File: config.mk
export PLATFORM = sky130hd
export DESIGN_NAME = l2_tag_stage_flat
export DESIGN_NICKNAME = d
export VERILOG_FILES = /design/src/logic/l2_config_pkg.sv /design/src/logic/l2_req_pkg.sv /design/src/logic/l2_stage_if.sv /design/src/logic/l2_tag_stage.sv /design/src/flat_wrapper.sv
export SDC_FILE = /design/constraint.sdc
export NUM_CORES = 1
export LEC_CHECK = 0
export BUFFER_PORTS_ARGS = -buffer_cell sky130_fd_sc_hd__buf_2
export CORE_MARGIN = 8
export CORE_UTILIZATION = 40
export DETAILED_ROUTE_END_ITERATION = 6
export PLACE_DENSITY = 0.61
export SETUP_SLACK_MARGIN = 0.15
export SYNTH_ARGS = -nofsm -noshare
export SYNTH_HDL_FRONTEND = slang
export SYNTH_SLANG_ARGS = --single-unit
File: constraint.sdc
create_clock -name clk -period 2.75 [get_ports clk]
set_input_delay 0 -clock clk [delete_from_list [all_inputs] [get_ports clk]]
set_output_delay 0 -clock clk [all_outputs]
set_load 0.01 [all_outputs]
File: src/logic/l2_config_pkg.sv
// Cache geometry constants and the widths derived from them
`default_nettype none

package l2_config_pkg;

	// Line layout
	localparam int LINE_WORDS = 4;
	localparam int LINE_BITS = LINE_WORDS * 32;
	localparam int MASK_BITS = LINE_BITS / 8;

	// L2 organisation
	localparam int L2_WAYS = 4;
	localparam int L2_SETS = 16;
	localparam int L2_WAY_BITS = $clog2(L2_WAYS);
	localparam int L2_SET_BITS = $clog2(L2_SETS);
	localparam int L2_INDEX_BITS = L2_WAY_BITS + L2_SET_BITS;

	// Line address, split two ways by the L2 and by the L1 copies
	localparam int ADDR_BITS = 16;
	localparam int L2_TAG_BITS = ADDR_BITS - L2_SET_BITS;

	localparam int L1_SET_BITS = 3;
	localparam int L1_SETS = 1 << L1_SET_BITS;
	localparam int L1_TAG_BITS = ADDR_BITS - L1_SET_BITS;

endpackage

`default_nettype wire
File: src/logic/l2_req_pkg.sv
// Request operation codes, the line address union and response status
`default_nettype none

package l2_req_pkg;

	typedef enum logic [1:0] {
		OP_LOAD = 2'd0,
		OP_STORE = 2'd1,
		OP_LOAD_SYNC = 2'd2,
		OP_STORE_SYNC = 2'd3
	} op_e;

	// Same 16 bits, seen by the L2 tag array or by the L1 tag copies
	typedef union packed {
		struct packed {
			logic [l2_config_pkg::L2_TAG_BITS-1:0] tag;
			logic [l2_config_pkg::L2_SET_BITS-1:0] set;
		} l2;
		struct packed {
			logic [l2_config_pkg::L1_TAG_BITS-1:0] tag;
			logic [l2_config_pkg::L1_SET_BITS-1:0] set;
		} l1;
	} line_addr_u;

	typedef enum logic {
		ST_MISS = 1'b0,
		ST_HIT = 1'b1
	} status_e;

endpackage

`default_nettype wire

File: src/logic/l2_stage_if.sv
// Stage-to-stage bundle with one request and its lookup results
`default_nettype none

interface l2_stage_if #(
	parameter int NUM_CORES = 2,
	parameter int STRANDS_PER_CORE = 2
);
	localparam int TOTAL_STRANDS = NUM_CORES * STRANDS_PER_CORE;
	localparam int STRAND_BITS = (TOTAL_STRANDS > 1) ? $clog2(TOTAL_STRANDS) : 1;

	// Request as it entered the pipeline
	logic valid;
	l2_req_pkg::op_e op;
	logic [STRAND_BITS-1:0] strand;
	l2_req_pkg::line_addr_u address;
	logic [l2_config_pkg::LINE_BITS-1:0] data;
	logic [l2_config_pkg::MASK_BITS-1:0] mask;
	logic has_fill;
	logic [l2_config_pkg::LINE_BITS-1:0] fill_data;

	// Results gathered on the way down
	logic hit;
	logic [l2_config_pkg::L2_WAY_BITS-1:0] hit_way;
	logic [l2_config_pkg::L2_WAY_BITS-1:0] victim_way;
	logic [l2_config_pkg::L2_TAG_BITS-1:0] victim_tag;
	logic victim_dirty;
	logic [NUM_CORES-1:0] l1_holders;
	logic sync_ok;

	modport producer (
		output valid, op, strand, address, data, mask, has_fill, fill_data,
		output hit, hit_way, victim_way, victim_tag, victim_dirty, l1_holders, sync_ok
	);

	modport consumer (
		input valid, op, strand, address, data, mask, has_fill, fill_data,
		input hit, hit_way, victim_way, victim_tag, victim_dirty, l1_holders, sync_ok
	);
endinterface

`default_nettype wire

File: src/logic/l2_tag_stage.sv
// Tag lookup stage with tag and valid arrays, way hit compare and victim pointers
`default_nettype none

module l2_tag_stage #(
	parameter int NUM_CORES = 2,
	parameter int STRANDS_PER_CORE = 2,
	localparam int TOTAL_STRANDS = NUM_CORES * STRANDS_PER_CORE,
	localparam int STRAND_BITS = (TOTAL_STRANDS > 1) ? $clog2(TOTAL_STRANDS) : 1
) (
	input logic clk,
	input logic arst_n,
	input logic stall,
	input logic req_valid,
	input l2_req_pkg::op_e req_op,
	input logic [STRAND_BITS-1:0] req_strand,
	input l2_req_pkg::line_addr_u req_address,
	input logic [l2_config_pkg::LINE_BITS-1:0] req_data,
	input logic [l2_config_pkg::MASK_BITS-1:0] req_mask,
	input logic req_has_fill,
	input logic [l2_config_pkg::LINE_BITS-1:0] req_fill_data,
	input logic tag_wr_en,
	input logic [l2_config_pkg::L2_INDEX_BITS-1:0] tag_wr_index,
	input logic [l2_config_pkg::L2_TAG_BITS-1:0] tag_wr_tag,
	l2_stage_if.producer out
);
	localparam int WAYS = l2_config_pkg::L2_WAYS;
	localparam int SETS = l2_config_pkg::L2_SETS;
	localparam int WAY_BITS = l2_config_pkg::L2_WAY_BITS;
	localparam int SET_BITS = l2_config_pkg::L2_SET_BITS;

	// Arrays are indexed by {way, set}
	logic [l2_config_pkg::L2_TAG_BITS-1:0] tag_mem [WAYS*SETS];
	logic [WAYS*SETS-1:0] valid_mem;
	logic [WAY_BITS-1:0] victim_ptr [SETS];

	logic [SET_BITS-1:0] set;
	logic [WAYS-1:0] way_hit;
	logic [WAY_BITS-1:0] hit_way;
	logic [WAY_BITS-1:0] victim;

	assign set = req_address.l2.set;
	assign victim = victim_ptr[set];

	always_comb
	begin
		hit_way = '0;
		for (int w = 0; w < WAYS; w++)
		begin
			way_hit[w] = valid_mem[{w[WAY_BITS-1:0], set}]
				&& tag_mem[{w[WAY_BITS-1:0], set}] == req_address.l2.tag;
			if (way_hit[w])
				hit_way = w[WAY_BITS-1:0];
		end
	end

	// A fill installs its tag and moves the round-robin pointer of that set
	always_ff @(posedge clk or negedge arst_n)
	begin
		if (!arst_n)
		begin
			valid_mem <= '0;
			for (int i = 0; i < WAYS*SETS; i++)
				tag_mem[i] <= '0;
			for (int s = 0; s < SETS; s++)
				victim_ptr[s] <= '0;
		end
		else if (!stall && tag_wr_en)
		begin
			tag_mem[tag_wr_index] <= tag_wr_tag;
			valid_mem[tag_wr_index] <= 1'b1;
			victim_ptr[tag_wr_index[SET_BITS-1:0]] <= victim_ptr[tag_wr_index[SET_BITS-1:0]] + 1'b1;
		end
	end

	always_ff @(posedge clk or negedge arst_n)
	begin
		if (!arst_n)
			out.valid <= 1'b0;
		else if (!stall)
			out.valid <= req_valid;
	end

	always_ff @(posedge clk)
	begin
		if (!stall)
		begin
			out.op <= req_op;
			out.strand <= req_strand;
			out.address <= req_address;
			out.data <= req_data;
			out.mask <= req_mask;
			out.has_fill <= req_has_fill;
			out.fill_data <= req_fill_data;
			out.hit <= |way_hit;
			out.hit_way <= hit_way;
			out.victim_way <= victim;
			out.victim_tag <= tag_mem[{victim, set}];
		end
	end

	// Filled in by later stages
	assign out.victim_dirty = 1'b0;
	assign out.l1_holders = '0;
	assign out.sync_ok = 1'b0;

	// Tags are only installed after a miss, so no address lives in two ways
	a_one_way_hit: assert property (@(posedge clk) disable iff (!arst_n)
		req_valid |-> $onehot0(way_hit));
endmodule

`default_nettype wire

File: src/flat_wrapper.sv
// flat-port wrapper written by rule: the top's interface ports become plain ports
module l2_tag_stage_flat 
#(
	parameter int NUM_CORES = 2,
	parameter int STRANDS_PER_CORE = 2,
	localparam int TOTAL_STRANDS = NUM_CORES * STRANDS_PER_CORE,
	localparam int STRAND_BITS = (TOTAL_STRANDS > 1) ? $clog2(TOTAL_STRANDS) : 1
)
  (clk, arst_n, stall, req_valid, req_op, req_strand, req_address, req_data, req_mask, req_has_fill, req_fill_data, tag_wr_en, tag_wr_index, tag_wr_tag, out_valid, out_op, out_strand, out_address, out_data, out_mask, out_has_fill, out_fill_data, out_hit, out_hit_way, out_victim_way, out_victim_tag, out_victim_dirty, out_l1_holders, out_sync_ok);
  l2_stage_if #(.NUM_CORES(NUM_CORES), .STRANDS_PER_CORE(STRANDS_PER_CORE)) out_i ();
  input logic clk;
  input logic arst_n;
  input logic stall;
  input logic req_valid;
  input l2_req_pkg::op_e req_op;
  input logic [STRAND_BITS-1:0] req_strand;
  input l2_req_pkg::line_addr_u req_address;
  input logic [l2_config_pkg::LINE_BITS-1:0] req_data;
  input logic [l2_config_pkg::MASK_BITS-1:0] req_mask;
  input logic req_has_fill;
  input logic [l2_config_pkg::LINE_BITS-1:0] req_fill_data;
  input logic tag_wr_en;
  input logic [l2_config_pkg::L2_INDEX_BITS-1:0] tag_wr_index;
  input logic [l2_config_pkg::L2_TAG_BITS-1:0] tag_wr_tag;
  output wire logic [$bits(out_i.valid)-1:0] out_valid;
  output wire logic [$bits(out_i.op)-1:0] out_op;
  output wire logic [$bits(out_i.strand)-1:0] out_strand;
  output wire logic [$bits(out_i.address)-1:0] out_address;
  output wire logic [$bits(out_i.data)-1:0] out_data;
  output wire logic [$bits(out_i.mask)-1:0] out_mask;
  output wire logic [$bits(out_i.has_fill)-1:0] out_has_fill;
  output wire logic [$bits(out_i.fill_data)-1:0] out_fill_data;
  output wire logic [$bits(out_i.hit)-1:0] out_hit;
  output wire logic [$bits(out_i.hit_way)-1:0] out_hit_way;
  output wire logic [$bits(out_i.victim_way)-1:0] out_victim_way;
  output wire logic [$bits(out_i.victim_tag)-1:0] out_victim_tag;
  output wire logic [$bits(out_i.victim_dirty)-1:0] out_victim_dirty;
  output wire logic [$bits(out_i.l1_holders)-1:0] out_l1_holders;
  output wire logic [$bits(out_i.sync_ok)-1:0] out_sync_ok;
  assign out_valid = out_i.valid;
  assign out_op = out_i.op;
  assign out_strand = out_i.strand;
  assign out_address = out_i.address;
  assign out_data = out_i.data;
  assign out_mask = out_i.mask;
  assign out_has_fill = out_i.has_fill;
  assign out_fill_data = out_i.fill_data;
  assign out_hit = out_i.hit;
  assign out_hit_way = out_i.hit_way;
  assign out_victim_way = out_i.victim_way;
  assign out_victim_tag = out_i.victim_tag;
  assign out_victim_dirty = out_i.victim_dirty;
  assign out_l1_holders = out_i.l1_holders;
  assign out_sync_ok = out_i.sync_ok;
  l2_tag_stage #(.NUM_CORES(NUM_CORES), .STRANDS_PER_CORE(STRANDS_PER_CORE)) u_core (.clk(clk), .arst_n(arst_n), .stall(stall), .req_valid(req_valid), .req_op(req_op), .req_strand(req_strand), .req_address(req_address), .req_data(req_data), .req_mask(req_mask), .req_has_fill(req_has_fill), .req_fill_data(req_fill_data), .tag_wr_en(tag_wr_en), .tag_wr_index(tag_wr_index), .tag_wr_tag(tag_wr_tag), .out(out_i));
endmodule
==> flow_summary.toml <==
[flow_run]
cap_violations = 0

[place]
hpwl_um = 123000
gp_congestion = 0.875
placed_area_mm2 = 0.0570
place_ws_ns = -0.0753
portBuffers = 626
dp_cells = 5365

[global_routing]
grt_antenna_before_repair = 52
grt_pass1_vias = 35100
grt_pass1_wl_um = 252000
gr-usage-all-layers_pct = 25.2
overflow = 0
grt_start_max_net_pins = 162

[power]
p_per_area_mw_per_mm2 = 667
p_leak_uw = 0.0309
peakVddDrop_mv = 0.624

[critical_path]
rr_startpoint = "u_core.tag_mem[7]$_DFFE_PN0P_"
startpoint_type = "primary input"
crit_type = "in2reg"
crit_fanout = 27
cp.arrival_ns = 3.25
cp.required_ns = 3.35
cp-end-kind = "flip-flop"
r2r_setup_slack_ns = 0.12
cp-startpoint = "req_address[1]"

[worst_hold_path]
min_path_type = "in2reg"
hp-start = "req_data[63]"

[floorplan]
dieArea_mm2 = 0.137
die_w_um = 370
fp.dieH_um = 370
core_area_mm2 = 0.125
start_util_pct = 40.1
num_rows = 130
io_pins = 631

[cts]
cts-root-buf = "clkbuf_16"
cts_buffers = 132
clkSlewWorstSetupHoldPaths_ns = 0.06
clock_sinks = 1175
clock_latency_ns = 0.76
tritoncts = "done"
clock_path_buffers = 3
post_cts_buffers = 0
cts_max_level = 4

[route]
wl_um = 176000
viasPerCell = 5.38
drt_first_pass_iters = 5
drc = 0
initialDrtViolationCount = 2502
vias = 33300
drtAntennaViolNets = 0
avgRoutedWirePerCell_um = 28.4

[logic_synthesis]
ys.flop_type = "dfrtp_1"
synth_cell_types = 62
synth-async-reset-ratio_pct = 73.6
synth_area_leaders = "dfrtp_1, edfxtp_1, mux2_2, mux4_2, mux2i_1"
yosys-top-cells-count = "dfrtp_1, mux2_2, edfxtp_1"
syn_area_per_cell_um2 = 16.4
synth_edf_count = 310
synthCells = 3055
seq_area_frac_synth_pct = 61.7
synth_top_area_cell = "dfrtp_1"
yosys.area.top_type_share_pct = 43.1
yosys_warnings = 0
yosysMostFrequentCell = "dfrtp_1"
syn_area_mm2 = 0.0502
ys_ff_latch = 1175

[timing]
hold_viol_final = 0
rsz0062_at_grt = "true"
min_period_ns = 2.65
worstMarginPinSlew_ns = 1.06
finClkSkew_ns = 0.0409
drv_slew = 0
relSlewSlack_pct = 29.3
setup_viol = 0
whs_ns = 0.0289
finalWorstSetupSlack_ns = 0.0985
period_share_pct = 96.4
fmax_mhz = 377

[cells_and_area]
final_nets = 4702
fin_cells = 6190
seqCellArea_mm2 = 0.0310
area_delta_synth_final_pct = 33.5
design_area_mm2 = 0.0670
fill_cells = 10400
multi_input_area_mm2 = 0.0182
layout-drive-gt1-share_pct = 49.0

[run_status]
outcome = "completed"
-- worst paths after layout --
kind                                                    end  cells past startpoint
max                                u_core.out.hit$_DFFE_PN_                     11
min                           u_core.out.data[63]$_DFFE_PN_                      2
max reg2reg                        u_core.out.hit$_DFFE_PN_                      8
min reg2reg                u_core.valid_mem[40]$_DFFE_PN0P_                      1
max in group asynchronous   u_core.tag_mem[165]$_DFFE_PN0P_                      5
min in group asynchronous   u_core.tag_mem[423]$_DFFE_PN0P_                      4
-- metal layers --
layer  routed length, um  global-route usage (%)  vias up  part of all wire (%)
met5                   0                       0        -                     0
met4                7520                    10.1        0                   4.3
met3               12000                    5.54      337                   6.8
met2               85700                    42.0     1206                    49
met1               70800                    32.0    17700                    40
li1                    -                       -    14100                     -
-- power breakdown --
part           switching [uW]  internal [uW]  total, uW
clock                    7500          10500      18000
sequential                849          19600      20400
combinational            2990           3220       6210
-- timing repair --
action | 4_1_cts | 5_1_grt
cloned | 0 | 0
gates resized for setup | 3 | 3
setup endpoints to repair | 12 | 4
hold buffers | 536 | 1
pin swaps | 5 | 0
endpoints found under the hold margin | 1530 | 1
-- worst max-delay path: stages --
cell           delay [ns]
dlygate4sd3_1        0.57
buf_8                0.29
buf_12               0.26
mux4_2               0.23
mux2i_1              0.10
a221oi_1             0.82
xnor2_1              0.22
a2111oi_4            0.22
nand4_1              0.14
buf_4                0.20
o2111ai_2            0.15
-- cells by family after synthesis --
| family | after synthesis | synth area share, % |
|---|---|---|
| buffers and inverters | 263 | 2.23 |
| AOI/OAI and AO/OA | 110 | 1.58 |
| DFF | 1175 | 61.7 |
| muxes | 1153 | 30.6 |
| other | 1 | 0.00747 |
| xor gates and xnor gates | 48 | 0.838 |
| and+or+nand+nor | 305 | 3.04 |
-- flip-flops by register name (all words and copies together) (netlist names) --
| signal | cells |
|---|---|
| u_core.out.has_fill | 1 |
| u_core.out.op | 2 |
| u_core.out.valid | 1 |
| u_core.out.fill_data | 128 |
| u_core.out.hit | 1 |
| u_core.out.victim_tag | 12 |
| u_core.out.hit_way | 2 |
| u_core.out.victim_way | 2 |
| u_core.tag_mem | 768 |
| u_core.out.mask | 16 |
| u_core.valid_mem | 64 |
| u_core.out.data | 128 |
| u_core.victim_ptr | 32 |
| u_core.out.strand | 2 |
| u_core.out.address | 16 |
-- through the flow --
step                      utilization [%]  total power, uW  TNS [ns]
after CTS                            53.5            45000         0
after global placement               45.6            26200    -0.309
after floorplan                         -            23600  -1725.29
final                                53.6            44700         0
after detailed placement             45.6            26300    -0.107
after global routing                 53.6            46300         0
-- layout make-up --
| type | count | share of cell area (%) |
|---|---|---|
| Multi-Input combinational cell | 1620 | 27.1 |
| Sequential cell | 1175 | 46.2 |
| Antenna cell | 43 | 0.161 |
| Tap cell | 1650 | 3.08 |
| Clock inverter | 59 | 0.941 |
| Timing Repair Buffer | 1448 | 16.7 |
| Clock buffer | 186 | 5.73 |
| Inverter | 9 | 0.0579 |
-- placed cells by master (no fill, tap or decap), types with 10 or more instances in the layout --
cell type      instances
dfrtp_1              865
clkbuf_16            134
edfxtp_1             310
nor2_1                64
mux2i_1              123
buf_12                42
mux4_2               226
o21ai_0               16
clkbuf_8              29
nand2_1               92
dlygate4sd3_1        536
clkbuf_1              23
a21oi_1               19
diode_2               43
xor2_1                13
mux2_2               804
clkinv_2              28
nand2b_1              53
or2_2                 28
xnor2_1               34
buf_2                620
a22oi_1               16
nor2b_1               12
buf_4                247
nand3_1               10
Power figures use the tool's default switching activity.
