## src/logic/l2_config_pkg.sv

```systemverilog
// Cache geometry constants and the widths derived from them
`default_nettype none

package l2_config_pkg;

	// Line layout
	localparam int LINE_WORDS = 4;
	localparam int LINE_BITS = LINE_WORDS * 32;
	localparam int MASK_BITS = LINE_BITS / 8;

	// L2 organisation
	localparam int L2_WAYS = 4;
	localparam int L2_SETS = 16;
	localparam int L2_WAY_BITS = $clog2(L2_WAYS);
	localparam int L2_SET_BITS = $clog2(L2_SETS);
	localparam int L2_INDEX_BITS = L2_WAY_BITS + L2_SET_BITS;

	// Line address, split two ways by the L2 and by the L1 copies
	localparam int ADDR_BITS = 16;
	localparam int L2_TAG_BITS = ADDR_BITS - L2_SET_BITS;

	localparam int L1_SET_BITS = 3;
	localparam int L1_SETS = 1 << L1_SET_BITS;
	localparam int L1_TAG_BITS = ADDR_BITS - L1_SET_BITS;

endpackage

`default_nettype wire
```

## src/logic/l2_req_pkg.sv

```systemverilog
// Request operation codes, the line address union and response status
`default_nettype none

package l2_req_pkg;

	typedef enum logic [1:0] {
		OP_LOAD = 2'd0,
		OP_STORE = 2'd1,
		OP_LOAD_SYNC = 2'd2,
		OP_STORE_SYNC = 2'd3
	} op_e;

	// Same 16 bits, seen by the L2 tag array or by the L1 tag copies
	typedef union packed {
		struct packed {
			logic [l2_config_pkg::L2_TAG_BITS-1:0] tag;
			logic [l2_config_pkg::L2_SET_BITS-1:0] set;
		} l2;
		struct packed {
			logic [l2_config_pkg::L1_TAG_BITS-1:0] tag;
			logic [l2_config_pkg::L1_SET_BITS-1:0] set;
		} l1;
	} line_addr_u;

	typedef enum logic {
		ST_MISS = 1'b0,
		ST_HIT = 1'b1
	} status_e;

endpackage

`default_nettype wire

```

## src/logic/l2_stage_if.sv

```systemverilog
// Stage-to-stage bundle with one request and its lookup results
`default_nettype none

interface l2_stage_if #(
	parameter int NUM_CORES = 2,
	parameter int STRANDS_PER_CORE = 2
);
	localparam int TOTAL_STRANDS = NUM_CORES * STRANDS_PER_CORE;
	localparam int STRAND_BITS = (TOTAL_STRANDS > 1) ? $clog2(TOTAL_STRANDS) : 1;

	// Request as it entered the pipeline
	logic valid;
	l2_req_pkg::op_e op;
	logic [STRAND_BITS-1:0] strand;
	l2_req_pkg::line_addr_u address;
	logic [l2_config_pkg::LINE_BITS-1:0] data;
	logic [l2_config_pkg::MASK_BITS-1:0] mask;
	logic has_fill;
	logic [l2_config_pkg::LINE_BITS-1:0] fill_data;

	// Results gathered on the way down
	logic hit;
	logic [l2_config_pkg::L2_WAY_BITS-1:0] hit_way;
	logic [l2_config_pkg::L2_WAY_BITS-1:0] victim_way;
	logic [l2_config_pkg::L2_TAG_BITS-1:0] victim_tag;
	logic victim_dirty;
	logic [NUM_CORES-1:0] l1_holders;
	logic sync_ok;

	modport producer (
		output valid, op, strand, address, data, mask, has_fill, fill_data,
		output hit, hit_way, victim_way, victim_tag, victim_dirty, l1_holders, sync_ok
	);

	modport consumer (
		input valid, op, strand, address, data, mask, has_fill, fill_data,
		input hit, hit_way, victim_way, victim_tag, victim_dirty, l1_holders, sync_ok
	);
endinterface

`default_nettype wire

```

## src/logic/l2_update_stage.sv

```systemverilog
// Update stage with store merge, fill, response forming and state write-back
`default_nettype none

module l2_update_stage #(
	parameter int NUM_CORES = 2,
	parameter int STRANDS_PER_CORE = 2,
	localparam int TOTAL_STRANDS = NUM_CORES * STRANDS_PER_CORE,
	localparam int STRAND_BITS = (TOTAL_STRANDS > 1) ? $clog2(TOTAL_STRANDS) : 1,
	localparam int CORE_BITS = (NUM_CORES > 1) ? $clog2(NUM_CORES) : 1
) (
	input logic clk,
	input logic arst_n,
	input logic stall,
	l2_stage_if.consumer in,
	input logic [l2_config_pkg::LINE_BITS-1:0] read_line,
	output logic tag_wr_en,
	output logic [l2_config_pkg::L2_INDEX_BITS-1:0] tag_wr_index,
	output logic [l2_config_pkg::L2_TAG_BITS-1:0] tag_wr_tag,
	output logic dirty_wr_en,
	output logic [l2_config_pkg::L2_INDEX_BITS-1:0] dirty_wr_index,
	output logic dirty_wr_value,
	output logic l1_wr_en,
	output logic [CORE_BITS-1:0] l1_wr_core,
	output l2_req_pkg::line_addr_u l1_wr_address,
	output logic data_wr_en,
	output logic [l2_config_pkg::L2_INDEX_BITS-1:0] data_wr_index,
	output logic [l2_config_pkg::LINE_BITS-1:0] data_wr_line,
	output logic resp_valid,
	output l2_req_pkg::op_e resp_op,
	output logic [STRAND_BITS-1:0] resp_strand,
	output l2_req_pkg::line_addr_u resp_address,
	output l2_req_pkg::status_e resp_status,
	output logic [l2_config_pkg::LINE_BITS-1:0] resp_line,
	output logic resp_sync_ok,
	output logic [NUM_CORES-1:0] resp_l1_holders,
	output logic resp_wb_valid,
	output l2_req_pkg::line_addr_u resp_wb_address,
	output logic [l2_config_pkg::LINE_BITS-1:0] resp_wb_line
);
	localparam int LINE_BITS = l2_config_pkg::LINE_BITS;

	logic is_store;
	logic present;
	logic sync_fail;
	logic do_store;
	logic do_fill;
	logic need_wb;
	logic [l2_config_pkg::L2_INDEX_BITS-1:0] wr_index;
	logic [LINE_BITS-1:0] base_line;
	logic [LINE_BITS-1:0] merged_line;
	logic [LINE_BITS-1:0] new_line;

	assign is_store = in.op == l2_req_pkg::OP_STORE || in.op == l2_req_pkg::OP_STORE_SYNC;
	assign present = in.hit || in.has_fill;
	assign sync_fail = in.op == l2_req_pkg::OP_STORE_SYNC && !in.sync_ok;
	assign do_store = in.valid && present && is_store && !sync_fail;
	assign do_fill = in.valid && !in.hit && in.has_fill && !sync_fail;
	assign need_wb = in.valid && !present && in.victim_dirty;
	assign wr_index = {in.hit ? in.hit_way : in.victim_way, in.address.l2.set};

	// Current contents on a hit, memory data on a replayed miss
	assign base_line = in.hit ? read_line : in.fill_data;

	always_comb
	begin
		for (int b = 0; b < l2_config_pkg::MASK_BITS; b++)
			merged_line[b*8 +: 8] = in.mask[b] ? in.data[b*8 +: 8] : base_line[b*8 +: 8];
	end

	assign new_line = is_store ? merged_line : base_line;

	assign tag_wr_en = !stall && do_fill;
	assign tag_wr_index = wr_index;
	assign tag_wr_tag = in.address.l2.tag;
	// Fills by loads come in clean and anything stored is dirty
	assign dirty_wr_en = !stall && (do_store || do_fill);
	assign dirty_wr_index = wr_index;
	assign dirty_wr_value = is_store;
	assign l1_wr_en = !stall && in.valid && present && !is_store;
	assign l1_wr_core = CORE_BITS'(in.strand / STRANDS_PER_CORE);
	assign l1_wr_address = in.address;
	assign data_wr_en = dirty_wr_en;
	assign data_wr_index = wr_index;
	assign data_wr_line = new_line;

	always_ff @(posedge clk or negedge arst_n)
	begin
		if (!arst_n)
		begin
			resp_valid <= 1'b0;
			resp_wb_valid <= 1'b0;
		end
		else if (!stall)
		begin
			resp_valid <= in.valid;
			resp_wb_valid <= need_wb;
		end
	end

	always_ff @(posedge clk)
	begin
		if (!stall)
		begin
			resp_op <= in.op;
			resp_strand <= in.strand;
			resp_address <= in.address;
			resp_status <= present ? l2_req_pkg::ST_HIT : l2_req_pkg::ST_MISS;
			// A failed STORE_SYNC still shows the untouched line
			resp_line <= !present ? '0 : (sync_fail ? base_line : new_line);
			resp_sync_ok <= in.sync_ok;
			resp_l1_holders <= in.l1_holders;
			resp_wb_address.l2.tag <= in.victim_tag;
			resp_wb_address.l2.set <= in.address.l2.set;
			resp_wb_line <= read_line;
		end
	end
endmodule

`default_nettype wire

```

## src/flat_wrapper.sv

```systemverilog
// flat-port wrapper written by rule: the top's interface ports become plain ports
module l2_update_stage_flat 
#(
	parameter int NUM_CORES = 2,
	parameter int STRANDS_PER_CORE = 2,
	localparam int TOTAL_STRANDS = NUM_CORES * STRANDS_PER_CORE,
	localparam int STRAND_BITS = (TOTAL_STRANDS > 1) ? $clog2(TOTAL_STRANDS) : 1,
	localparam int CORE_BITS = (NUM_CORES > 1) ? $clog2(NUM_CORES) : 1
)
  (clk, arst_n, stall, read_line, tag_wr_en, tag_wr_index, tag_wr_tag, dirty_wr_en, dirty_wr_index, dirty_wr_value, l1_wr_en, l1_wr_core, l1_wr_address, data_wr_en, data_wr_index, data_wr_line, resp_valid, resp_op, resp_strand, resp_address, resp_status, resp_line, resp_sync_ok, resp_l1_holders, resp_wb_valid, resp_wb_address, resp_wb_line, in_valid, in_op, in_strand, in_address, in_data, in_mask, in_has_fill, in_fill_data, in_hit, in_hit_way, in_victim_way, in_victim_tag, in_victim_dirty, in_l1_holders, in_sync_ok);
  l2_stage_if #(.NUM_CORES(NUM_CORES), .STRANDS_PER_CORE(STRANDS_PER_CORE)) in_i ();
  input logic clk;
  input logic arst_n;
  input logic stall;
  input logic [l2_config_pkg::LINE_BITS-1:0] read_line;
  output logic tag_wr_en;
  output logic [l2_config_pkg::L2_INDEX_BITS-1:0] tag_wr_index;
  output logic [l2_config_pkg::L2_TAG_BITS-1:0] tag_wr_tag;
  output logic dirty_wr_en;
  output logic [l2_config_pkg::L2_INDEX_BITS-1:0] dirty_wr_index;
  output logic dirty_wr_value;
  output logic l1_wr_en;
  output logic [CORE_BITS-1:0] l1_wr_core;
  output l2_req_pkg::line_addr_u l1_wr_address;
  output logic data_wr_en;
  output logic [l2_config_pkg::L2_INDEX_BITS-1:0] data_wr_index;
  output logic [l2_config_pkg::LINE_BITS-1:0] data_wr_line;
  output logic resp_valid;
  output l2_req_pkg::op_e resp_op;
  output logic [STRAND_BITS-1:0] resp_strand;
  output l2_req_pkg::line_addr_u resp_address;
  output l2_req_pkg::status_e resp_status;
  output logic [l2_config_pkg::LINE_BITS-1:0] resp_line;
  output logic resp_sync_ok;
  output logic [NUM_CORES-1:0] resp_l1_holders;
  output logic resp_wb_valid;
  output l2_req_pkg::line_addr_u resp_wb_address;
  output logic [l2_config_pkg::LINE_BITS-1:0] resp_wb_line;
  input wire logic [$bits(in_i.valid)-1:0] in_valid;
  input wire logic [$bits(in_i.op)-1:0] in_op;
  input wire logic [$bits(in_i.strand)-1:0] in_strand;
  input wire logic [$bits(in_i.address)-1:0] in_address;
  input wire logic [$bits(in_i.data)-1:0] in_data;
  input wire logic [$bits(in_i.mask)-1:0] in_mask;
  input wire logic [$bits(in_i.has_fill)-1:0] in_has_fill;
  input wire logic [$bits(in_i.fill_data)-1:0] in_fill_data;
  input wire logic [$bits(in_i.hit)-1:0] in_hit;
  input wire logic [$bits(in_i.hit_way)-1:0] in_hit_way;
  input wire logic [$bits(in_i.victim_way)-1:0] in_victim_way;
  input wire logic [$bits(in_i.victim_tag)-1:0] in_victim_tag;
  input wire logic [$bits(in_i.victim_dirty)-1:0] in_victim_dirty;
  input wire logic [$bits(in_i.l1_holders)-1:0] in_l1_holders;
  input wire logic [$bits(in_i.sync_ok)-1:0] in_sync_ok;
  assign in_i.valid = in_valid;
  assign in_i.op = in_op;
  assign in_i.strand = in_strand;
  assign in_i.address = in_address;
  assign in_i.data = in_data;
  assign in_i.mask = in_mask;
  assign in_i.has_fill = in_has_fill;
  assign in_i.fill_data = in_fill_data;
  assign in_i.hit = in_hit;
  assign in_i.hit_way = in_hit_way;
  assign in_i.victim_way = in_victim_way;
  assign in_i.victim_tag = in_victim_tag;
  assign in_i.victim_dirty = in_victim_dirty;
  assign in_i.l1_holders = in_l1_holders;
  assign in_i.sync_ok = in_sync_ok;
  l2_update_stage #(.NUM_CORES(NUM_CORES), .STRANDS_PER_CORE(STRANDS_PER_CORE)) u_core (.clk(clk), .arst_n(arst_n), .stall(stall), .in(in_i), .read_line(read_line), .tag_wr_en(tag_wr_en), .tag_wr_index(tag_wr_index), .tag_wr_tag(tag_wr_tag), .dirty_wr_en(dirty_wr_en), .dirty_wr_index(dirty_wr_index), .dirty_wr_value(dirty_wr_value), .l1_wr_en(l1_wr_en), .l1_wr_core(l1_wr_core), .l1_wr_address(l1_wr_address), .data_wr_en(data_wr_en), .data_wr_index(data_wr_index), .data_wr_line(data_wr_line), .resp_valid(resp_valid), .resp_op(resp_op), .resp_strand(resp_strand), .resp_address(resp_address), .resp_status(resp_status), .resp_line(resp_line), .resp_sync_ok(resp_sync_ok), .resp_l1_holders(resp_l1_holders), .resp_wb_valid(resp_wb_valid), .resp_wb_address(resp_wb_address), .resp_wb_line(resp_wb_line));
endmodule
```

## config.mk

```make
export PLATFORM = sky130hd
export DESIGN_NAME = l2_update_stage_flat
export DESIGN_NICKNAME = d
export VERILOG_FILES = /design/src/logic/l2_config_pkg.sv /design/src/logic/l2_req_pkg.sv /design/src/logic/l2_stage_if.sv /design/src/logic/l2_update_stage.sv /design/src/flat_wrapper.sv
export SDC_FILE = /design/constraint.sdc
export NUM_CORES = 1
export LEC_CHECK = 0
export ABC_AREA = 1
export BUFFER_PORTS_ARGS = -buffer_cell sky130_fd_sc_hd__buf_2
export CORE_AREA = 2 2 362 364
export DETAILED_ROUTE_END_ITERATION = 10
export DIE_AREA = 0 0 364 366
export MAX_ROUTING_LAYER = met4
export PLACE_DENSITY = 0.38
export SYNTH_ARGS = -nofsm -noshare
export SYNTH_HDL_FRONTEND = slang
export SYNTH_SLANG_ARGS = --single-unit
```

## constraint.sdc

```tcl
create_clock -name clk -period 17.3 [get_ports clk]
set_clock_uncertainty 0.05 [all_clocks]
set_input_delay 1.73 -clock clk [delete_from_list [all_inputs] [get_ports clk]]
set_output_delay 1.73 -clock clk [all_outputs]
set_load 0.03 [all_outputs]
```

==> impl_results.md, run 1 <==
* CP max stage delay at 0.62 ns
* Total Wirelength at between 90000 and 100000 um
* Worst-Skew Late Latency at 0.58 ns
* Crit path launch type: input pin
* Die Wd at about 360 um
* RD Place Congestion at roughly 0.88
* Mapped Cells at roughly 2400
* Warnings, synthesis at 0
* CTS H-tree depth at 2
* Final #Nets at ~3700
* Avg Inst Size Synth at between 7 and 8 um2
* Status: completed
* Setup TNS at 0 ns
* Vias per cell at roughly 3.6
* Clock Sinks at ~290
* Max FO, Critical Path at 21
* Slowest-stage cell, CP: nand2_1
* Crit-path leading delay family: buffers and inverters
* Pleak at between 10 and 15 nW
* Syn nets at roughly 2900
* Routed len/inst at between 15 and 20 um
* WP data required at about 16 ns
* Die height at about 370 um
* Fmax at approximately 0.17 GHz
* Die area at between 0.1 and 0.15 mm2
* CP bufs+invs at 5
* Post-DP HPWL at 76430 um
* Worst Tran Pin Value at approximately 0.93 ns
* Commonest non-fill, non-tap cell in the layout: nand2_1
* GRT Overall Usage at 0.1465
* Hold bufs inserted after CTS at 0
* First-pass GRT wire length at 136100 um
* Final Hold Vio Count at 0
* Hold Path Class: reg -> reg
* Netlist cell types at 17
* I/O Buffers at between 900 and 1000
* CP arrival at between 4 and 5 ns
* Final Max Slew Viols at 0
* Worst-case clock buffer depth at 3
* Core region area at 0.1290 mm2
* Cts repair resizes at 0
* Vias in the first global route at 17730
* Post-synthesis cell area at approximately 0.018 mm2
* Flops & latches, synth at 294
* Cell Chain, Critical Path: buf_2, buf_4, nand2_1, inv_1, nand2_1, nand2_1, inv_1, buf_2
* Antenna violations before repair at 20
* Period minus WS final at 5.894 ns
* Number of CTS-inserted buffers at 44
* Gr ovfl total at 0
* Root Driver: clkbuf_16
* Iteration count of the initial detailed-routing pass at 5
* Sequential element share of the synthesized area at 0.5035
* Initial drt markers at 1172
* FILL cells at 14890
* Total of max-cap violations at 0
* Maximum VDD drop at 0.00005901 V
* Initial Util at 0.1358
* Pwr dens at between 90 and 100 mW/mm2
* Clock-pin slew on the worst setup and hold paths at 0.06 ns
* Final ANT Viol Nets at 0
* Critical Path Most Common Cell: nand2_1
* TritonCTS clock tree: built
* Post-layout util at 0.1936
* Post CTS Setup Buffer Count at 0
* DRC at 0
* DR vias at approximately 18000
* Share of layout cells above drive strength 1 at 0.3118
* I/O Pins at 924
* CP endpoint kind: primary output
* RSZ-0062 raised after global routing: false
* Final setup violation count at 0
* Synthesis-to-finish area growth at 42.58%
* # rows at approximately 130
* Most frequent cells in the layout: nand2_1 (1173), buf_2 (922), inv_1 (520)
* Final worst-path cycle share at 0.3407
* Crit path kind: in -> out
* Largest net degree at the start of global routing at about 110
* Max_slew headroom at 0.3768
[synthesized netlist by cell type]
cell type / count / share of area
o21ai_0: 2 / 0.00057
nand2_1: 1173 / 0.25
nor2_2: 1 / 0.00036
inv_1: 521 / 0.11
nor3_1: 3 / 0.00086
inv_2: 10 / 0.0021
nand2_2: 8 / 0.0029
edfxtp_1: 292 / 0.50
buf_4: 72 / 0.031
nand3_1: 128 / 0.037
nor2_1: 1 / 0.00021
buf_6: 3 / 0.0019
clkbuf_1: 25 / 0.0054
inv_4: 1 / 0.00036
buf_2: 52 / 0.015
a21oi_1: 128 / 0.037
dfrtp_1: 2 / 0.0029
[metrics by stage]
step                      area [um2]  std cells  hold slack [ns]  power [mW]  setup WS, ns
after floorplan                17520       2422           0.6021       1.291         5.978
after global placement         23560       4953           0.4155       1.561         11.30
after detailed placement       23560       4953           0.4213       1.559         11.31
after CTS                      24930       5033           0.4357       2.501         11.30
final                          24970       5049           0.4300       2.436         11.41
after global routing           24960       5045           0.4563       2.563         11.24
[power breakdown]
part | internal (mW) | switching [mW] | total (mW) | leakage, nW
clock network | 0.520 | 0.388 | 0.907 | 0.672
registers | 0.863 | 0.0219 | 0.885 | 2.88
logic | 0.164 | 0.480 | 0.644 | 10.4
total | 1.55 | 0.890 | 2.44 | 14.0
[worst paths after layout]
kind | cells after the start | from | slack [ns] | end
max | 8 | in_op[0] | 11.41 | data_wr_line[120]
min | 2 | u_core.resp_wb_valid | 0.43 | u_core.resp_wb_valid
max reg2reg | 2 | u_core.resp_wb_valid | 16.62 | u_core.resp_wb_valid
min reg2reg | 2 | u_core.resp_wb_valid | 0.43 | u_core.resp_wb_valid
max in group asynchronous | 1 | arst_n | 16.23 | u_core.resp_valid
min in group asynchronous | 1 | arst_n | 0.87 | u_core.resp_wb_valid
[final cells by class]
class / count / area, um2 / area share
multi-input combinational: 1444 / 5774 / 0.2312
antenna: 16 / 40.04 / 0.001603
sequential: 294 / 8818 / 0.3531
timing repair buffer: 941 / 4765 / 0.1908
inverter: 532 / 2022 / 0.08096
tap: 1742 / 2180 / 0.08727
clock buffer: 53 / 1156 / 0.04629
clock inverter: 27 / 219.0 / 0.008768
[cells by family (layout without fill, tap and decap cells)]
| kind of cell | Yosys count | after routing | share of synthesized area |
|---|---|---|---|
| flip-flops | 294 | 294 | 0.5035 |
| AND/OR/NAND/NOR | 1314 | 1314 | 0.2922 |
| AO/OA/AOI/OAI | 130 | 130 | 0.03715 |
| buffers and inverters | 684 | 1553 | 0.1672 |
| other | 0 | 16 | 0 |
[worst min-delay path: stages, from the launching register on]
cell     delay [ns]
dfrtp_1        0.33
nand2_1        0.05
o21ai_0        0.06
[routing by layer]
layer,routed length [um],vias up,global-route usage
met5,0,-,-
li1,-,8927,-
met3,6609,94,0.03088
met2,48780,741,0.2517
met1,41340,8529,0.1742
met4,1927,0,0.03335
[registers in the layout, indices dropped and copies added, names as in the netlist]
name / cells
u_core.resp_line: 128
u_core.resp_wb_line: 128
u_core.resp_wb_address: 16
u_core.resp_address: 12
u_core.resp_l1_holders: 2
u_core.resp_op: 2
u_core.resp_strand: 2
u_core.resp_status: 1
u_core.resp_sync_ok: 1
u_core.resp_valid: 1
u_core.resp_wb_valid: 1
No activity file was read; power rests on OpenSTA's default activity.
==> inputs of run 2 (changes only) <==
- CORE_AREA: 2 2 362 364 -> 2 2 356 358
- DIE_AREA: 0 0 364 366 -> 0 0 358 360
- PLACE_DENSITY: 0.38 -> 0.39
- clock period: 17.3 -> 6.1 ns (I/O delays scaled with it)
==> impl_results.md, run 2 (same netlist as run 1, synthesis figures left out) <==
* Filler-free cell count of the finished design at 4958 (-1.8%)
* Core region area at 0.1249 mm2 (-3.2%)
* Root Driver: clkbuf_16
* Most frequent cells in the layout: nand2_1 (1173), buf_2 (922), inv_1 (520)
* Final #Nets at 3706 (+0.081%)
* Top flop regs: u_core.resp_line x128, u_core.resp_wb_line x128, u_core.resp_wb_address x16
* I/O Buffers at 923 (unchanged)
* Fmax at approximately 0.30 GHz
* Worst-Skew Late Latency at 0.59 ns (about the same)
* Pwr dens at 277.4 mW/mm2 (+180%)
* Slowest-stage cell, CP: nor3_1
* PnR worst setup slack at 2.729 ns (-8.677 ns)
* Initial drt markers at 1198 (+2.2%)
* Period minus WS final at 3.371 ns
* TritonCTS clock tree: built
* WP data required at 5.44 ns (-10.08 ns)
* I/O Pins at 924 (unchanged)
* Hold Slack at 0.1284 ns (-0.3016 ns)
* Die Wd at 358 um (-1.6%)
* Post CTS Setup Buffer Count at 0 (unchanged)
* Commonest non-fill, non-tap cell in the layout: nand2_1
* FF/Latch Area at 0.008818 mm2 (unchanged)
* FILL cells at 14380 (-3.4%)
* Die area at 0.1289 mm2 (-3.3%)
* Critical Path Most Common Cell: buf_2
* Iteration count of the initial detailed-routing pass at 5 (unchanged)
* Largest net degree at the start of global routing at 131 (+18%)
* Die height at 360 um (-1.6%)
* Clock power share at 0.378 (+0.006)
* P_int at 4.454 mW (+190%)
* Final ANT Viol Nets at 0 (unchanged)
* Comb pwr share at 0.260 (-0.004)
* GRT Overall Usage at 0.1410 (-0.005498)
* Worst-case clock buffer depth at 3 (unchanged)
* Synthesis-to-finish area growth at 42.61% (about the same)
* DRC at 0 (unchanged)
* Placed Cells at 4863 (-1.8%)
* Setup TNS at 0 ns (unchanged)
* Clock-pin slew on the worst setup and hold paths at 0.06 ns (about the same)
* Tot Pwr at 6.930 mW (+180%)
* P_sw at 2.477 mW (+180%)
* Maximum VDD drop at 0.0001523 V (+160%)
* RSZ-0062 raised after global routing: false
* Vias per cell at 3.642 (+0.54%)
* Total of max-cap violations at 0 (unchanged)
* RD Place Congestion at 0.8478 (-3.2%)
* Gr ovfl total at 0 (unchanged)
* CP endpoint kind: primary output
* Max_slew headroom at 0.3030 (-0.07382)
* Routed len/inst at 18.62 um (-4.7%)
* Final Instance Area at 0.02498 mm2 (about the same)
* Clock Sinks at 294 (unchanged)
* Initial Util at 0.1402 (+0.004423)
* Switching share of power at 0.3574 (-0.007758)
* Crit path launch type: input pin
* Crit path kind: in -> out
* Antenna violations before repair at 24 (+20%)
* Share of layout cells above drive strength 1 at 0.3128 (+0.001025)
* Placement Setup Slack at 2.529 ns (-8.777 ns)
* Worst Tran Pin Value at 1.046 ns (+0.1107 ns)
* CP max stage delay at 0.65 ns (+0.03 ns)
* Seq pwr share at 0.361 (-0.002)
* DR vias at 18060 (-1.3%)
* CP bufs+invs at 3 (-2)
* Final worst-path cycle share at 0.5526
* Crit-path leading delay family: buffers and inverters
* Vias in the first global route at 17410 (-1.8%)
* Cell Chain, Critical Path: buf_2, clkinvlp_4, nand2_1, nor3_1, buf_2
* Post-layout util at 0.2000 (+0.006347)
* Pleak at 14.01 nW (+0.40%)
* First-pass GRT wire length at 127500 um (-6.3%)
* Area taken by multi-input logic gates at 0.005774 mm2 (unchanged)
* Post-DP HPWL at 71810 um (-6.0%)
* Final Hold Vio Count at 0 (unchanged)
* Final Max Slew Viols at 0 (unchanged)
* Final setup violation count at 0 (unchanged)
* Hold Path Class: in -> reg
* Number of CTS-inserted buffers at 44 (unchanged)
* Total Wirelength at 92330 um (-6.4%)
* CP arrival at 2.71 ns (-1.40 ns)
* CTS H-tree depth at 2 (unchanged)
* # rows at 130 (-1.5%)
* Post-DP Area at 0.02352 mm2 (-0.17%)
* Status: completed
* Max FO, Critical Path at 36 (+71%)
run 2: changes by cell type in the layout (fill, tap and decap cells not counted):
cell and change:
buf_4 -3, buf_12 +5, bufinv_16 +1, clkbuf_1 -2
inv_8 -1, clkbuf_8 +2, clkinv_1 -1, diode_2 -1
dlygate4sd3_1 +1
run 2: repair_timing:
item / in CTS / in global routing
resized for setup: 0 / 0
hold buffers: 1 / 0
endpoints found under the hold margin: 2 / 0
run 2: final timing paths:
check | start | cells past startpoint | slack [ns] | endpoint
min in group asynchronous | arst_n | 2 | 0.31 | u_core.resp_valid
min reg2reg | u_core.resp_valid | 2 | 0.43 | u_core.resp_valid
max in group asynchronous | arst_n | 2 | 5.58 | u_core.resp_wb_valid
max | stall | 5 | 2.73 | data_wr_en
max reg2reg | u_core.resp_wb_valid | 2 | 5.41 | u_core.resp_wb_valid
min | in_victim_tag[0] | 1 | 0.13 | u_core.resp_wb_address[4]
run 2: routing by layer:
layer,global-route usage,vias up,share of wire
met5,-,-,0
met4,0.04717,0,0.030
met3,0.03772,113,0.077
met2,0.2300,767,0.48
met1,0.1670,8258,0.42
li1,-,8920,-
run 2: area by class of cell:
type                       instances  area share
clock inverter                    26    0.009517
inverter                         532     0.08080
clock buffer                      53     0.04708
antenna                           15    0.001503
timing repair buffer             944      0.1942
sequential                       294      0.3530
multi-input combinational       1444      0.2312
tap                             1650     0.08265
run 2: power by group through the flow:
stage	clock network (mW)	registers (mW)	logic [mW]
after floorplan	0	2.94	0.719
after global placement	0	2.55	1.84
after detailed placement	0	2.55	1.84
after CTS	2.75	2.51	1.84
after global routing	2.80	2.52	1.96
final	2.62	2.50	1.80
==> inputs of run 3 (changes only) <==
- clock period: 6.1 -> 3.2 ns (I/O delays scaled with it)
==> impl_results.md, run 3 (same netlist as run 1, synthesis figures left out) <==
* RR Endpoint: u_core.resp_wb_valid
* Total of max-cap violations at 0 (unchanged)
* Critical Path Most Common Cell: nand2_1
* Gr ovfl total at 0 (unchanged)
* First-pass GRT wire length at 134300 um (+5.3%)
* CTS H-tree depth at 2 (unchanged)
* Worst-case clock buffer depth at 3 (unchanged)
* Register-to-register setup slack at 2.50 ns (-2.91 ns)
* Final Instance Area at 0.02694 mm2 (+7.8%)
* Pwr dens at 512.9 mW/mm2 (+85%)
* DRC at 0 (unchanged)
* Post CTS Setup Buffer Count at 0 (unchanged)
* CP max stage delay at 0.49 ns (-0.16 ns)
* Cell Chain, Critical Path: buf_2, buf_12, nand2_1, inv_1, nand2_1, nand2_1, inv_1, buf_2
* Number of CTS-inserted buffers at 44 (unchanged)
* Slowest-stage cell, CP: inv_1
* Maximum VDD drop at 0.0003043 V (+100%)
* DR vias at 19010 (+5.2%)
* Fmax at between 0.4 and 0.5 GHz
* Hold Slack at 0.06680 ns (-0.06163 ns)
* Share of layout cells above drive strength 1 at 0.3009 (-0.01189)
* Final Hold Vio Count at 0 (unchanged)
* Final #Nets at 3884 (+4.8%)
* Crit path kind: in -> out
* GRT Overall Usage at 0.1493 (+0.008263)
* Clock Sinks at 294 (unchanged)
* Worst-Skew Late Latency at 0.59 ns (about the same)
* Commonest non-fill, non-tap cell in the layout: nand2_1
* Status: completed
* Post-layout util at 0.2156 (+0.01567)
* Pleak at 14.85 nW (+5.9%)
* Synthesis-to-finish area growth at 53.79%
* RD Place Congestion at 0.8675 (+2.3%)
* Die Wd at 358 um (unchanged)
* Crit path from: in_op[0]
* # rows at 130 (unchanged)
* Placement Setup Slack at 0.5488 ns (-1.981 ns)
* Max_slew headroom at 0.1899 (-0.1130)
* Top flop regs: u_core.resp_line x128, u_core.resp_wb_line x128, u_core.resp_wb_address x16
* Final ANT Viol Nets at 0 (unchanged)
* Worst R2R Start: u_core.resp_wb_valid
* Total Wirelength at 98170 um (+6.3%)
* Final Max Slew Viols at 0 (unchanged)
* Final worst-path cycle share at 0.7764
* Core region area at 0.1249 mm2 (unchanged)
* CP endpoint: data_wr_line[34]
* Initial drt markers at 1157 (-3.4%)
* WP data required at 2.83 ns (-2.61 ns)
* I/O Buffers at 923 (unchanged)
* Most frequent cells in the layout: nand2_1 (1173), buf_2 (920), inv_1 (520)
* PnR worst setup slack at 0.7156 ns (-2.014 ns)
* Clock-pin slew on the worst setup and hold paths at 0.06 ns (about the same)
* Period minus WS final at approximately 2.5 ns
* RSZ-0062 raised after global routing: false
* Root Driver: clkbuf_16
* TritonCTS clock tree: built
* Hold Path Class: in -> async
* Largest net degree at the start of global routing at 122 (-6.9%)
* Vias in the first global route at 18330 (+5.3%)
* Post-DP HPWL at 76090 um (+6.0%)
* Die height at 360 um (unchanged)
* Cts repair resizes at 0 (unchanged)
* FF-to-FF path depth at 2 (unchanged)
* Final setup violation count at 0 (unchanged)
* Crit path launch type: input pin
* CP endpoint kind: primary output
* Initial Util at 0.1402 (unchanged)
* Iteration count of the initial detailed-routing pass at 5 (unchanged)
* Worst Tran Pin Value at 1.215 ns (+0.1695 ns)
* Routed len/inst at 19.11 um (+2.6%)
* CP arrival at 2.11 ns (-0.60 ns)
* Die area at 0.1289 mm2 (unchanged)
* I/O Pins at 924 (unchanged)
* Max FO, Critical Path at 9 (-75%)
* Vias per cell at 3.700 (+1.6%)
* Antenna violations before repair at 21 (-13%)
* Post-DP Area at 0.02375 mm2 (+0.97%)
==> run 3: cell count changes in the layout (fill, tap and decap cells not counted), sizes merged <==
cell	previous run	this run
bufinv	4	8
clkinv	18	16
dlygate4sd3	1	165
buf	943	957
diode	15	13
==> run 3: how the worst min path moves through the flow <==
stage / startpoint / cells past startpoint / endpoint / slack [ns]
finish: arst_n / 2 / u_core.resp_wb_valid / 0.07
global route: arst_n / 2 / u_core.resp_wb_valid / 0.02
CTS: arst_n / 2 / u_core.resp_wb_valid / 0.002
detailed placement: arst_n / 1 / u_core.resp_wb_valid / 0.07
global placement: arst_n / 1 / u_core.resp_wb_valid / 0.07
floorplan: arst_n / 0 / u_core.resp_valid / -0.03
==> run 3: layout make-up <==
type | instances | area (um2)
flip-flops and latches | 294 | 8818
repair buffers | 1122 | 6716
clock buffers | 53 | 1156
well taps | 1650 | 2064
multi-input cells | 1444 | 5779
diodes | 13 | 32.53
fillers | 14200 | 97980
inverters | 532 | 2018
clock inverters | 28 | 351.6
==> run 3: routing by layer <==
layer / part of all wire / GRT usage / wire, um / vias up
met5: 0 / - / 0 / -
met4: 0.037 / 0.05333 / 3637 / 0
met3: 0.067 / 0.03265 / 6600 / 143
met2: 0.47 / 0.2452 / 46490 / 861
met1: 0.42 / 0.1786 / 41440 / 8717
li1: - / - / - / 9284
==> run 3: critical path: cells and delay by family <==
kind	cells	cell delay (ns)
simple gates	3	0.52
buf+inv	5	1.23
==> run 3: where the power goes <==
group	leakage, nW	switching [mW]	total, mW	internal (mW)
registers	2.88	0.114	4.78	4.66
logic	11.2	2.63	3.68	1.05
clock network	0.733	2.14	5.36	3.22
==> run 3: repair_timing <==
| item | in CTS | in global routing |
|---|---|---|
| endpoints found under the setup margin | 0 | 0 |
| hold endpoints to repair | 166 | 0 |
| hold buffers | 165 | 0 |
==> run 3: through the flow <==
stage	TNS (ns)	power, mW	cells
after CTS	0	14.14	5123
after global placement	0	8.447	4877
after detailed placement	0	8.437	4877
after floorplan	-556.69	6.966	2422
final	0	13.82	5136
after global routing	0	14.51	5132
